[src/refill_pkg.sv]
// Refill data path package with beat and word widths, buffer depth and shared types
package refill_pkg;

    // Wide refill beat delivered by the memory side
    localparam int REFILL_WIDTH = 64;

    // Narrow word written into the cache data array
    localparam int WORD_WIDTH = 16;

    // Narrow words carried by one beat
    localparam int RD_WORDS = REFILL_WIDTH / WORD_WIDTH;

    // Beats held by the downsizing buffer
    localparam int BUF_DEPTH = 2;

    // Bits to count the words of a beat
    localparam int WORD_IDX_WIDTH = $clog2(RD_WORDS);

    // Bits of a buffer slot pointer
    localparam int PTR_WIDTH = $clog2(BUF_DEPTH);

    // One full refill beat
    typedef logic [REFILL_WIDTH-1:0] refill_data_t;

    // One narrow word toward the array
    typedef logic [WORD_WIDTH-1:0] word_data_t;

    // Word offset inside a beat, also used as remaining-word count
    typedef logic [WORD_IDX_WIDTH-1:0] word_idx_t;

endpackage
[src/refill_downsize_top.sv]
// Refill data path top: memory-side receiver, downsizing FIFO and array-side word writer
`timescale 1ns/1ns

module refill_downsize_top
    import refill_pkg::*;
(
    input  logic         clk_i,
    input  logic         rst_ni,

    // Memory side
    input  logic         mem_req_i,
    input  refill_data_t mem_data_i,
    output logic         mem_ack_o,

    // Data array side
    output logic         arr_req_o,
    output word_data_t   arr_data_o,
    output word_idx_t    arr_idx_o,
    input  logic         arr_ack_i
);

    // Receiver to buffer
    logic         push;
    refill_data_t push_data;
    logic         push_ok;

    // Buffer to writer
    logic         pop;
    logic         pop_ok;
    word_data_t   pop_data;

    refill_receiver refill_receiver_inst (
        .clk_i       (clk_i),
        .rst_ni      (rst_ni),
        .mem_req_i   (mem_req_i),
        .mem_data_i  (mem_data_i),
        .mem_ack_o   (mem_ack_o),
        .push_o      (push),
        .push_data_o (push_data),
        .push_ok_i   (push_ok)
    );

    refill_data_downsize refill_data_downsize_inst (
        .clk_i       (clk_i),
        .rst_ni      (rst_ni),
        .push_i      (push),
        .push_data_i (push_data),
        .push_ok_o   (push_ok),
        .pop_i       (pop),
        .pop_ok_o    (pop_ok),
        .pop_data_o  (pop_data)
    );

    refill_word_writer refill_word_writer_inst (
        .clk_i      (clk_i),
        .rst_ni     (rst_ni),
        .pop_o      (pop),
        .pop_ok_i   (pop_ok),
        .pop_data_i (pop_data),
        .arr_req_o  (arr_req_o),
        .arr_data_o (arr_data_o),
        .arr_idx_o  (arr_idx_o),
        .arr_ack_i  (arr_ack_i)
    );

endmodule

[src/refill_word_writer.sv]
// Word writer: pops narrow words and issues each with its offset as a four-phase master
`timescale 1ns/1ns

module refill_word_writer
    import refill_pkg::*;
(
    input  logic       clk_i,
    input  logic       rst_ni,

    // From the downsizing buffer
    output logic       pop_o,
    input  logic       pop_ok_i,
    input  word_data_t pop_data_i,

    // Toward the cache data array, four-phase req/ack
    output logic       arr_req_o,
    output word_data_t arr_data_o,
    output word_idx_t  arr_idx_o,
    input  logic       arr_ack_i
);

    // FSM as two flags, both low means idle
    logic req_q;
    logic rel_q;

    // Word offset of the next word to pop
    word_idx_t idx_q;

    // Latched payload toward the array
    word_data_t arr_data_q;
    word_idx_t  arr_idx_q;

    logic pop_fire;

    // Pop only from idle
    assign pop_o    = !req_q && !rel_q;
    assign pop_fire = pop_o && pop_ok_i;

    always_ff @(posedge clk_i or negedge rst_ni) begin
        if (!rst_ni) begin
            req_q <= 1'b0;
            rel_q <= 1'b0;
            idx_q <= '0;
        end else begin
            if (pop_fire) begin
                req_q <= 1'b1;
                // Offset wraps at the end of each beat
                if (idx_q == word_idx_t'(RD_WORDS-1)) begin
                    idx_q <= '0;
                end else begin
                    idx_q <= idx_q + 1'b1;
                end
            end
            // Ack seen, drop req and wait for release
            if (req_q && arr_ack_i) begin
                req_q <= 1'b0;
                rel_q <= 1'b1;
            end
            // Ack low again closes the transfer
            if (rel_q && !arr_ack_i) begin
                rel_q <= 1'b0;
            end
        end
    end

    // Held stable until the next pop
    always_ff @(posedge clk_i) begin
        if (pop_fire) begin
            arr_data_q <= pop_data_i;
            arr_idx_q  <= idx_q;
        end
    end

    assign arr_req_o  = req_q;
    assign arr_data_o = arr_data_q;
    assign arr_idx_o  = arr_idx_q;

endmodule

[src/refill_data_downsize.sv]
// Downsizing FIFO: stores whole refill beats and hands them out one narrow word at a time
`timescale 1ns/1ns

module refill_data_downsize
    import refill_pkg::*;
(
    input  logic         clk_i,
    input  logic         rst_ni,

    // Write side, one full beat per push
    input  logic         push_i,
    input  refill_data_t push_data_i,
    output logic         push_ok_o,

    // Read side, one narrow word per pop
    input  logic         pop_i,
    output logic         pop_ok_o,
    output word_data_t   pop_data_o
);

    // Beat storage, viewed as words so the read side can index it
    word_data_t [BUF_DEPTH-1:0][RD_WORDS-1:0] buf_q;

    // Slot pointers
    logic [PTR_WIDTH-1:0] wr_ptr_q;
    logic [PTR_WIDTH-1:0] wr_ptr_d;
    logic [PTR_WIDTH-1:0] rd_ptr_q;
    logic [PTR_WIDTH-1:0] rd_ptr_d;

    // Occupied slots, one extra bit to tell full from empty
    logic [PTR_WIDTH:0] used_q;
    logic [PTR_WIDTH:0] used_d;

    // Remaining words after the current one, per slot
    word_idx_t [BUF_DEPTH-1:0] words_q;
    word_idx_t [BUF_DEPTH-1:0] words_d;

    // Handshake fires and slot release
    logic push_fire;
    logic pop_fire;
    logic slot_done;

    // Word position shown from the read slot
    word_idx_t rd_word;

    assign push_ok_o = (used_q != (PTR_WIDTH+1)'(BUF_DEPTH));
    assign pop_ok_o  = (used_q != '0);

    assign push_fire = push_i && push_ok_o;
    assign pop_fire  = pop_i && pop_ok_o;

    // Last word of the slot is being read out
    assign slot_done = pop_fire && (words_q[rd_ptr_q] == '0);

    always_comb begin
        wr_ptr_d = wr_ptr_q;
        rd_ptr_d = rd_ptr_q;
        used_d   = used_q;
        words_d  = words_q;

        // Circular advance of the write pointer
        if (push_fire) begin
            if (wr_ptr_q == PTR_WIDTH'(BUF_DEPTH-1)) begin
                wr_ptr_d = '0;
            end else begin
                wr_ptr_d = wr_ptr_q + 1'b1;
            end
            words_d[wr_ptr_q] = word_idx_t'(RD_WORDS-1);
        end

        if (pop_fire && !slot_done) begin
            words_d[rd_ptr_q] = words_q[rd_ptr_q] - 1'b1;
        end

        // Release the slot, move on to the next beat
        if (slot_done) begin
            if (rd_ptr_q == PTR_WIDTH'(BUF_DEPTH-1)) begin
                rd_ptr_d = '0;
            end else begin
                rd_ptr_d = rd_ptr_q + 1'b1;
            end
        end

        // Push and release together leave the count unchanged
        case ({push_fire, slot_done})
            2'b10:   used_d = used_q + 1'b1;
            2'b01:   used_d = used_q - 1'b1;
            default: used_d = used_q;
        endcase
    end

    always_ff @(posedge clk_i or negedge rst_ni) begin
        if (!rst_ni) begin
            wr_ptr_q <= '0;
            rd_ptr_q <= '0;
            used_q   <= '0;
            words_q  <= '0;
        end else begin
            wr_ptr_q <= wr_ptr_d;
            rd_ptr_q <= rd_ptr_d;
            used_q   <= used_d;
            words_q  <= words_d;
        end
    end

    // Storage written whole on push
    always_ff @(posedge clk_i) begin
        if (push_fire) begin
            buf_q[wr_ptr_q] <= push_data_i;
        end
    end

    // Count runs down, so the lowest word comes out first
    assign rd_word    = word_idx_t'(RD_WORDS-1) - words_q[rd_ptr_q];
    assign pop_data_o = buf_q[rd_ptr_q][rd_word];

endmodule

[src/refill_receiver.sv]
// Refill receiver: four-phase slave on the memory side that pushes each beat into the buffer
`timescale 1ns/1ns

module refill_receiver
    import refill_pkg::*;
(
    input  logic         clk_i,
    input  logic         rst_ni,

    // Memory side, four-phase req/ack
    input  logic         mem_req_i,
    input  refill_data_t mem_data_i,
    output logic         mem_ack_o,

    // Toward the downsizing buffer
    output logic         push_o,
    output refill_data_t push_data_o,
    input  logic         push_ok_i
);

    // Handshake state, low is idle and high is acknowledged
    logic ack_q;

    // Beat accepted on this edge
    logic accept;

    // Only offer a push while idle with a pending request
    assign push_o = !ack_q && mem_req_i;

    // Data is stable while req is high, so push it straight through
    assign push_data_o = mem_data_i;

    // Buffer full keeps us idle, ack is delayed as long as needed
    assign accept = push_o && push_ok_i;

    // Ack follows the state register, one cycle after the accepting edge
    assign mem_ack_o = ack_q;

    always_ff @(posedge clk_i or negedge rst_ni) begin
        if (!rst_ni) begin
            ack_q <= 1'b0;
        end else begin
            if (accept) begin
                // Beat captured by the buffer, raise ack
                ack_q <= 1'b1;
            end else if (ack_q && !mem_req_i) begin
                // Req released, drop ack and rearm
                ack_q <= 1'b0;
            end
        end
    end

    // A second push for the same beat is impossible
    // since req must fall before we leave the acknowledged state

endmodule

[config.mk]
export PLATFORM = sky130hd
export DESIGN_NAME = refill_downsize_top
export DESIGN_NICKNAME = d
export VERILOG_FILES = /design/src/refill_pkg.sv /design/src/refill_downsize_top.sv /design/src/refill_word_writer.sv /design/src/refill_data_downsize.sv /design/src/refill_receiver.sv
export SDC_FILE = /design/constraint.sdc
export NUM_CORES = 1
export LEC_CHECK = 0
export BUFFER_PORTS_ARGS = -buffer_cell sky130_fd_sc_hd__buf_4
export CORE_MARGIN = 2
export CORE_UTILIZATION = 57
export DETAILED_ROUTE_END_ITERATION = 10
export PLACE_DENSITY = 0.82
export SKIP_LAST_GASP = 1
export SYNTH_ARGS = -nofsm -noshare
export SYNTH_HDL_FRONTEND = slang
export SYNTH_HIERARCHICAL = 1
export SYNTH_SLANG_ARGS = --single-unit
export TNS_END_PERCENT = 10
[constraint.sdc]
create_clock -name clk_i -period 4.45 [get_ports clk_i]
set_input_delay 0.6675 -clock clk_i [delete_from_list [all_inputs] [get_ports clk_i]]
set_output_delay 0.6675 -clock clk_i [all_outputs]
set_load 0.02 [all_outputs]
# Word-level counts from Yosys, hierarchy flattened
# Cells that the tools add are included.
# totals
output_inout_bits	20
wordCells	85
reg_bits	159
# op_classes
muxes	26
bitwise_logic	1
n_lt_le_gt_ge	5
addsub	7
eq_ne	4
reduce_logical	23
# op_table
operator	n
$mux 64	3
$bwmux 128	1
$demux 64 s1	1
$bmux 16 s2	1
$mux 16	1
$logic_and 1x1->1	11
$mux 2	5
$reduce_bool 2->1	5
$mux 1	8
$mux 4	2
$logic_not 1->1	6
$add 2x1->2 const B	2
$bwmux 4	1
$demux 2 s1	2
$eq 2x2->1 const B	2
$lt 1x2->1 const B	2
$or 4x4->4	1
$pmux 2 s2	1
$sub 2x1->2 const B	2
$lt 2x3->1 const B	1
$add 1x1->1 const B	2
$eq 2x1->1 const B	1
$ge 1x1->1 const B	2
$logic_not 2->1	1
other kinds (2)	2

# Longest topological paths before layout
# Gate-level depths: netlist (run 1).
# logic_depth
word_depth	8
depth_mapped	9

# Cells and area by module
# Netlist (run 1), hierarchy kept.
# by_module_without_submodules
mod	seq_area_each_um2	n_inst	cells_each	area_per_inst_um2
refill_data_downsize	4043.9	1	271	5454.0
refill_word_writer	640.6	1	31	718.2
refill_receiver	25.0	1	67	519.2

# Worst setup path before layout (run 1)
# Ideal clock, no wire load.
# synth_path
path_kind	input-to-reg
start	input port mem_req_i
end	register refill_data_downsize_inst/buf_q[0] (netlist name) (enable)
required_time_ps	3963
path_slack_ps	201
path_stages	3
arrival_ps	3762
path_cell_list	nor2b_1 -> nand2_1 -> nor2_1
# synth_between
elab_chain_cells	2
# synth_rtl
item	line	rtl
start: declaration	refill_downsize_top.sv:11	input logic mem_req_i,
$logic_and 1x1->1	refill_receiver.sv:28	assign push_o = !ack_q && mem_req_i;
$logic_and 1x1->1	refill_data_downsize.sv:49	assign push_fire = push_i && push_ok_o;
end signal: indexed assignment	refill_data_downsize.sv:109	buf_q[wr_ptr_q] <= push_data_i;
end: declaration	refill_data_downsize.sv:22	word_data_t [BUF_DEPTH-1:0][RD_WORDS-1:0] buf_q;
# No other way between the ends.
# A chain may end at the register's enable or synchronous reset.

# Worst setup path after layout (run 1)
# layout_path
start	register refill_data_downsize_inst.rd_ptr_q
end	register refill_data_downsize_inst.used_q[1]
# layout_between
elab_chain_cells	6
# layout_rtl
item	line	rtl
start: declaration	refill_data_downsize.sv:27	logic [PTR_WIDTH-1:0] rd_ptr_q;
start signal: assignment	refill_data_downsize.sv:100	rd_ptr_q <= rd_ptr_d;
$mux 2 (not written as such) (*) (2 in a row)	refill_data_downsize.sv:53	assign slot_done = pop_fire && (words_q[rd_ptr_q] == '0);
$logic_not 2->1 (*)	refill_data_downsize.sv:53	
$logic_and 1x1->1 (*)	refill_data_downsize.sv:53	
via refill_data_downsize_inst.slot_done	refill_data_downsize.sv:41	logic slot_done;
$eq 2x1->1 or $eq 2x2->1 (tied branches)	refill_data_downsize.sv:85	case ({push_fire, slot_done})
$pmux 2 s2 or $reduce_bool 2->1 (tied branches)	n/a	
end signal: assignment	refill_data_downsize.sv:101	used_q <= used_d;
end: declaration	refill_data_downsize.sv:31	logic [PTR_WIDTH:0] used_q;
# Mark *: on every way through the listed nets, which the timed path passes. The rest lies on a longest branch. The select of a mux whose other input is x is not followed.

==> metrics.cfg, run 1 <==
[synthesis]
synth_seq_cells=159
synth_area_mm2=0.006691
yosysMostFrequentCell=edfxtp_1
synth_area_per_cell_um2=18.13
yosysTopAreaCell=edfxtp_1
synth.distinct_cells=30
yosys_warnings=6
yosysSeqAreaShare=0.7038
synthFlopType=edfxtp_1
yosysTopAreaCellShare=0.6552
synth_edf_count=146
syn-num-nets=440
synthArstFlopShare=0.08176
synth_area_leaders=edfxtp_1 (66%), mux2i_1 (10%), buf_4 (7.6%)
synth_common_cells=edfxtp_1 (146), mux2i_1 (69), buf_4 (68)
synth_cells=369

[route]
avgViaCountPerCell=5.454
dr.pass1.iters=4
wl_mm=11.21
drtIter0Drc=273
wl_per_cell_um=19.94
via_count=3065
drc_errors=0
ant_nets=0

[cells_and_area]
n_fill_cell=777
drive_gt1_frac=0.3246
fin_util=0.6568
num_antenna_cells=0
area_delta_synth_final_pct=12.08
multi_input_area_mm2=0.001348
nets=478
seqCellArea_mm2=0.004712

[worst_setup_path]
cp_slowest_cell=mux2i_4
cp_data_required_time_ns=4.79
crit_path_end_kind=flop
crit_fanout=21
path_class=flop to flop
cp.arrival_ns=3.05
crit_family=multiplexers
critPathBufInv=1
max_stage_delay_ns=0.86
critPathLaunchType=flop
crit_path_cell_trace=buf_4 > mux2i_4 > ha_1 > and3_1 > ha_1 > nor2_1 > xor2_1
cpMostUsedCell=ha_1

[die]
die-area_mm2=0.01262
die_x_um=112.4
die_h_um=112.4
core_area_mm2=0.01142
start_util=0.5860
placementRows=39
io_pins=88

[clock_tree]
clockBufferDepth=2
hold_buffers=0
cts_resized=0
clock_sinks=159
numCtsBuffers=17
ctsHtreeMaxLevel=4
clk_latency_ns=0.42
cts-root-buf=clkbuf_16
cts_tree=built
clk_transition_reported_paths_ns=0.06
postCtsSetupBuffers=0

[timing]
report.final.setup_viol=0
fin_setup_tns_ns=0
hold_viol_final=0
worst_clock_skew_ns=0.005880
finalWorstPathRequiredPeriod_ns=2.708
worstMarginPinSlew_ns=1.069
slew_headroom=0.2871
fin_crit_sh=0.6086
timing.fmax_ghz=0.3692
grt_setup_unrepaired=no
slew_violations=0
setup_slack_ns=1.742

[placement]
dpl.hpwl_mm=6.893
routabilityCongestion=0.7927
preCtsSetupSlack_ns=1.554
portBuffers=87

[global_route]
grt_max_degree=36
globalRouteOverflowTotal=0
grt_pass1_wl_mm=17.73
grt_util_all_layers=0.1923
antenna_found_initial=0
grt_pass1_vias=3290

[power]
ir_worst_vdd_uv=407.3
power_density_mw_per_mm2=653.6
power.leakage_nw=2.973

[worst_hold_path]
hold_class=input pin to asynchronous set/reset pin

[flow_run]
cap_violations=0

[status]
run_status=finished clean

[final cells by class]
type	count	share of cell area
clock inverter	11	0.006840
clock buffer	20	0.05822
multi-input combinational	117	0.1797
tap	143	0.02386
timing repair buffer	94	0.09409
inverter	18	0.009009
sequential	159	0.6283
[logic make-up (layout without fill, tap and decap cells)]
logic type / after synthesis / count (layout) / synth area share
muxes: 88 / 88 / 0.1677
and+or+nand+nor: 14 / 14 / 0.01234
buffers and inverters: 93 / 143 / 0.09705
adders and majority gates: 3 / 3 / 0.005610
xor gates and xnor gates: 5 / 5 / 0.006546
DFF: 159 / 159 / 0.7038
AOI/OAI and AO/OA: 7 / 7 / 0.006918
[flip-flops by register name, summed over array words and instances, names as in the netlist]
signal,flops
refill_data_downsize_inst/buf_q,128
refill_word_writer_inst/arr_data_o,16
refill_data_downsize_inst/words_q,4
refill_data_downsize_inst/used_q,2
refill_word_writer_inst/arr_idx_o,2
refill_word_writer_inst/idx_q,2
refill_data_downsize_inst/rd_ptr_q,1
refill_data_downsize_inst/wr_ptr_q,1
refill_receiver_inst/mem_ack_o,1
refill_word_writer_inst/arr_req_o,1
refill_word_writer_inst/rel_q,1
[power breakdown]
group	internal, mW	switching [mW]	leakage [nW]
Clock	0.692	0.522	0.241
Combinational	0.687	0.738	1.24
Sequential	2.06	0.206	1.49
[path summary, 6_finish.rpt]
| check | start | slack (ns) | to | cells after the start |
|---|---|---|---|---|
| setup / recovery | refill_data_downsize_inst/rd_ptr_q | 1.74 | refill_data_downsize_inst/used_q[1] | 7 |
| min in group clk_i | mem_data_i[27] | 0.43 | refill_data_downsize_inst/buf_q[27] | 1 |
| hold / removal | rst_ni | 0.09 | refill_word_writer_inst/rel_q | 1 |
| max in group asynchronous | rst_ni | 4.18 | refill_data_downsize_inst/words_q[0] | 1 |
| setup reg to reg | refill_data_downsize_inst/rd_ptr_q | 1.74 | refill_data_downsize_inst/used_q[1] | 7 |
| hold reg to reg | refill_word_writer_inst/idx_q[1] | 0.48 | refill_word_writer_inst/arr_idx_o[1] | 0 |
[cells in the final DEF, fill, tap and decap left out]
| cell type | count |
|---|---|
| xnor2_1 | 3 |
| clkinv_1 | 5 |
| or2_2 | 1 |
| clkbuf_16 | 17 |
| nor3_1 | 1 |
| mux2i_1 | 69 |
| xor2_1 | 2 |
| ha_1 | 3 |
| nor2b_1 | 1 |
| nor2_1 | 4 |
| mux2_2 | 2 |
| clkbuf_1 | 3 |
| nor2_4 | 2 |
| mux2i_4 | 1 |
| nand2b_1 | 1 |
| clkinvlp_4 | 1 |
| nor3b_1 | 1 |
| o21a_1 | 1 |
| edfxtp_1 | 146 |
| a31oi_1 | 4 |
| mux4_1 | 7 |
| inv_1 | 18 |
| nand2_1 | 1 |
| mux4_2 | 9 |
| clkinv_2 | 5 |
| o21ai_0 | 1 |
| dfrtp_2 | 2 |
| nor3b_4 | 1 |
| a21o_2 | 1 |
| dfrtp_1 | 11 |
| and3_1 | 1 |
| buf_4 | 94 |
[stage by stage]
| step | cell area, um^2 | hold slack, ns | power (mW) | instances |
|---|---|---|---|---|
| 2_1_floorplan | 6691 | 0.3719 | 3.344 | 369 |
| 3_3_place_gp | 7012 | 0.4556 | 3.654 | 531 |
| 3_5_place_dp | 7012 | 0.4726 | 3.712 | 531 |
| 4_1_cts | 7500 | 0.07834 | 4.941 | 562 |
| 5_1_grt | 7500 | 0.07937 | 5.139 | 562 |
| 6_report | 7500 | 0.08746 | 4.902 | 562 |
[metal layers]
layer | global-route usage | vias up | routed length, um
li1 | - | 1405 | -
met1 | 0.2436 | 1522 | 4468
met2 | 0.3120 | 118 | 5830
met3 | 0.05184 | 20 | 608
met4 | 0.09187 | 0 | 299
met5 | 0 | - | 0
Note: power is estimated with default switching activity, not from simulation.
==> inputs of run 2 (changes only) <==
CORE_UTILIZATION = 52   (was 57)
PLACE_DENSITY = 0.79   (was 0.82)
clock period = 2.3 ns   (was 4.45 ns; I/O delays follow)
==> run 2 against run 1 <==
Net effect: critical path depth stayed put; highest routed layer unchanged; total power is 110% higher; largest power group unchanged; final area is 3.2% higher; utilization is 4.1 points lower; clock skew is 0.0070 ns higher; clock power is 130% higher; worst setup slack worse by 1.5 ns; non-clock buffer count is 7 higher; cell count is 6.6% higher; wire length is 2.6% lower; largest cell class unchanged; sequential share of layout area is 1.9 points lower; sequential power is 91% higher.
==> metrics.cfg, run 2 (synthesis gave the netlist of run 1 again) <==
[die]
core_area_mm2=0.01257
die_x_um=117.4
die_h_um=117.4
io_pins=88
placementRows=41
start_util=0.5324
die-area_mm2=0.01379

[clock_tree]
clock_sinks=159
postCtsSetupBuffers=0
clockBufferDepth=2
cts-root-buf=clkbuf_16
ctsHtreeMaxLevel=4
clk_transition_reported_paths_ns=0.06
clk_latency_ns=0.41
hold_buffers=1
cts_resized=0
numCtsBuffers=17
cts_tree=built

[cells_and_area]
largest_reg_flops=128
num_antenna_cells=0
area_delta_synth_final_pct=15.65
largest_register=refill_data_downsize_inst/buf_q
seqCellArea_mm2=0.004712
nets=485
design_area_mm2=0.007739
n_fill_cell=882
multi_input_area_mm2=0.001348
drive_gt1_frac=0.3513
layout_commonest_cell=edfxtp_1
layout_common_cells=edfxtp_1 (146), buf_4 (98), mux2i_1 (69)

[timing]
slew_headroom=0.6610
worstMarginPinSlew_ns=0.5080
fin_crit_sh=0.8899
grt_setup_unrepaired=no
finalWorstPathRequiredPeriod_ns=2.047
timing.fmax_ghz=0.4886
hold_viol_final=0
worst_clock_skew_ns=0.01292
report.final.setup_viol=0
slew_violations=0
fin_setup_tns_ns=0

[global_route]
grt_pass1_vias=3301
grt_max_degree=41
grt_pass1_wl_mm=17.28
globalRouteOverflowTotal=0
antenna_found_initial=0
grt_util_all_layers=0.1668

[worst_hold_path]
min_from=mem_data_i[56]
hold_class=input pin to flop
hold_depth=1
hold_end=refill_data_downsize_inst/buf_q[120]

[worst_setup_path]
cpMostUsedCell=ha_1
max_stage_delay_ns=0.42
crit_path_end_kind=flop
critPathBufInv=0
path_class=flop to flop
crit_family=adder cells
crit_path_cell_trace=mux2i_4 > ha_1 > and3_1 > ha_1 > xnor2_1 > nor2_1 > xor2_1
cp_data_required_time_ns=2.59
cp.arrival_ns=2.34
worstReg2RegStart=refill_data_downsize_inst/rd_ptr_q
cp_slowest_cell=dfrtp_1
r2r_slack_ns=0.25
critPathLaunchType=flop
r2r-end=refill_data_downsize_inst/used_q[1]
crit_fanout=7
r2r_cells=7

[route]
drc_errors=0
dr.pass1.iters=4
wl_mm=10.92
top_layer=met4
wl_per_cell_um=18.22
via_count=3054
drtIter0Drc=176
ant_nets=0
wl_met2_mm=6.006
wl_met3_um=426
wl_met1_mm=4.369
avgViaCountPerCell=5.098

[placement]
routabilityCongestion=0.7897
dpl.hpwl_mm=7.339
dpl_cell_area_mm2=0.007118
portBuffers=87

[flow_run]
cap_violations=0

[power]
ir_worst_vdd_uv=606.8
power_density_mw_per_mm2=1299
power.leakage_nw=3.056

[status]
run_status=finished clean

## run 2: cell count changes in the layout (fill, tap and decap cells not counted), moves of 2 or more
| cell | change |
|---|---|
| buf_12 | +2 |
| buf_4 | +4 |
| clkbuf_1 | -2 |
| inv_6 | +4 |
| clkinv_4 | +3 |
| clkinv_1 | -5 |
| bufinv_16 | +3 |
| clkinv_2 | -5 |
| clkinvlp_4 | +3 |
## run 2: final cells by class
type | instances | share of cell area
inverters | 18 | 0.008731
clock inverters | 14 | 0.02344
flip-flops and latches | 159 | 0.6089
well taps | 172 | 0.02781
clock buffers | 18 | 0.05546
repair buffers | 101 | 0.1015
multi-input cells | 117 | 0.1741
## run 2: per-layer routing
| layer | vias up | global-route usage |
|---|---|---|
| met5 | - | 0 |
| met4 | 0 | 0.05120 |
| met3 | 11 | 0.04718 |
| met2 | 83 | 0.2990 |
| met1 | 1539 | 0.1949 |
| li1 | 1421 | - |
## run 2: how the worst max path moves through the flow
| stage | from | endpoint | slack, ns | cells past startpoint |
|---|---|---|---|---|
| 5_1_grt | refill_data_downsize_inst/rd_ptr_q | refill_data_downsize_inst/used_q[1] | 0.15 | 7 |
| 6_report | refill_data_downsize_inst/rd_ptr_q | refill_data_downsize_inst/used_q[1] | 0.25 | 7 |
| 3_3_place_gp | refill_data_downsize_inst/rd_ptr_q | refill_data_downsize_inst/used_q[1] | 0.43 | 6 |
| 4_1_cts | refill_data_downsize_inst/rd_ptr_q | refill_data_downsize_inst/used_q[1] | 0.25 | 7 |
| 3_5_place_dp | refill_data_downsize_inst/rd_ptr_q | refill_data_downsize_inst/used_q[1] | 0.31 | 7 |
| 2_1_floorplan | refill_receiver_inst/mem_ack_o | refill_data_downsize_inst/buf_q[100] | -0.69 | 3 |
## run 2: power by group
| part | total, mW | switching, mW | internal [mW] |
|---|---|---|---|
| combinational | 2.94 | 1.53 | 1.40 |
| sequential | 4.31 | 0.331 | 3.98 |
| clock | 2.81 | 1.08 | 1.72 |
## run 2: stage by stage
stage	total power [mW]	hold slack, ns	util	setup WS, ns	instances
2_1_floorplan	6.457	0.04941	-	-0.6924	369
3_3_place_gp	7.206	0.1976	0.5664	0.4310	566
3_5_place_dp	7.317	0.2004	0.5664	0.3142	566
4_1_cts	10.17	0.09282	0.6157	0.2501	599
5_1_grt	10.52	0.09191	0.6157	0.1509	599
6_report	10.06	0.1131	0.6157	0.2532	599
## run 2: worst reg2reg max path, stage by stage, from the launching register on
cell	delay [ns]
dfrtp_1	0.42
mux2i_4	0.42
ha_1	0.28
and3_1	0.24
ha_1	0.21
xnor2_1	0.15
nor2_1	0.07
xor2_1	0.14
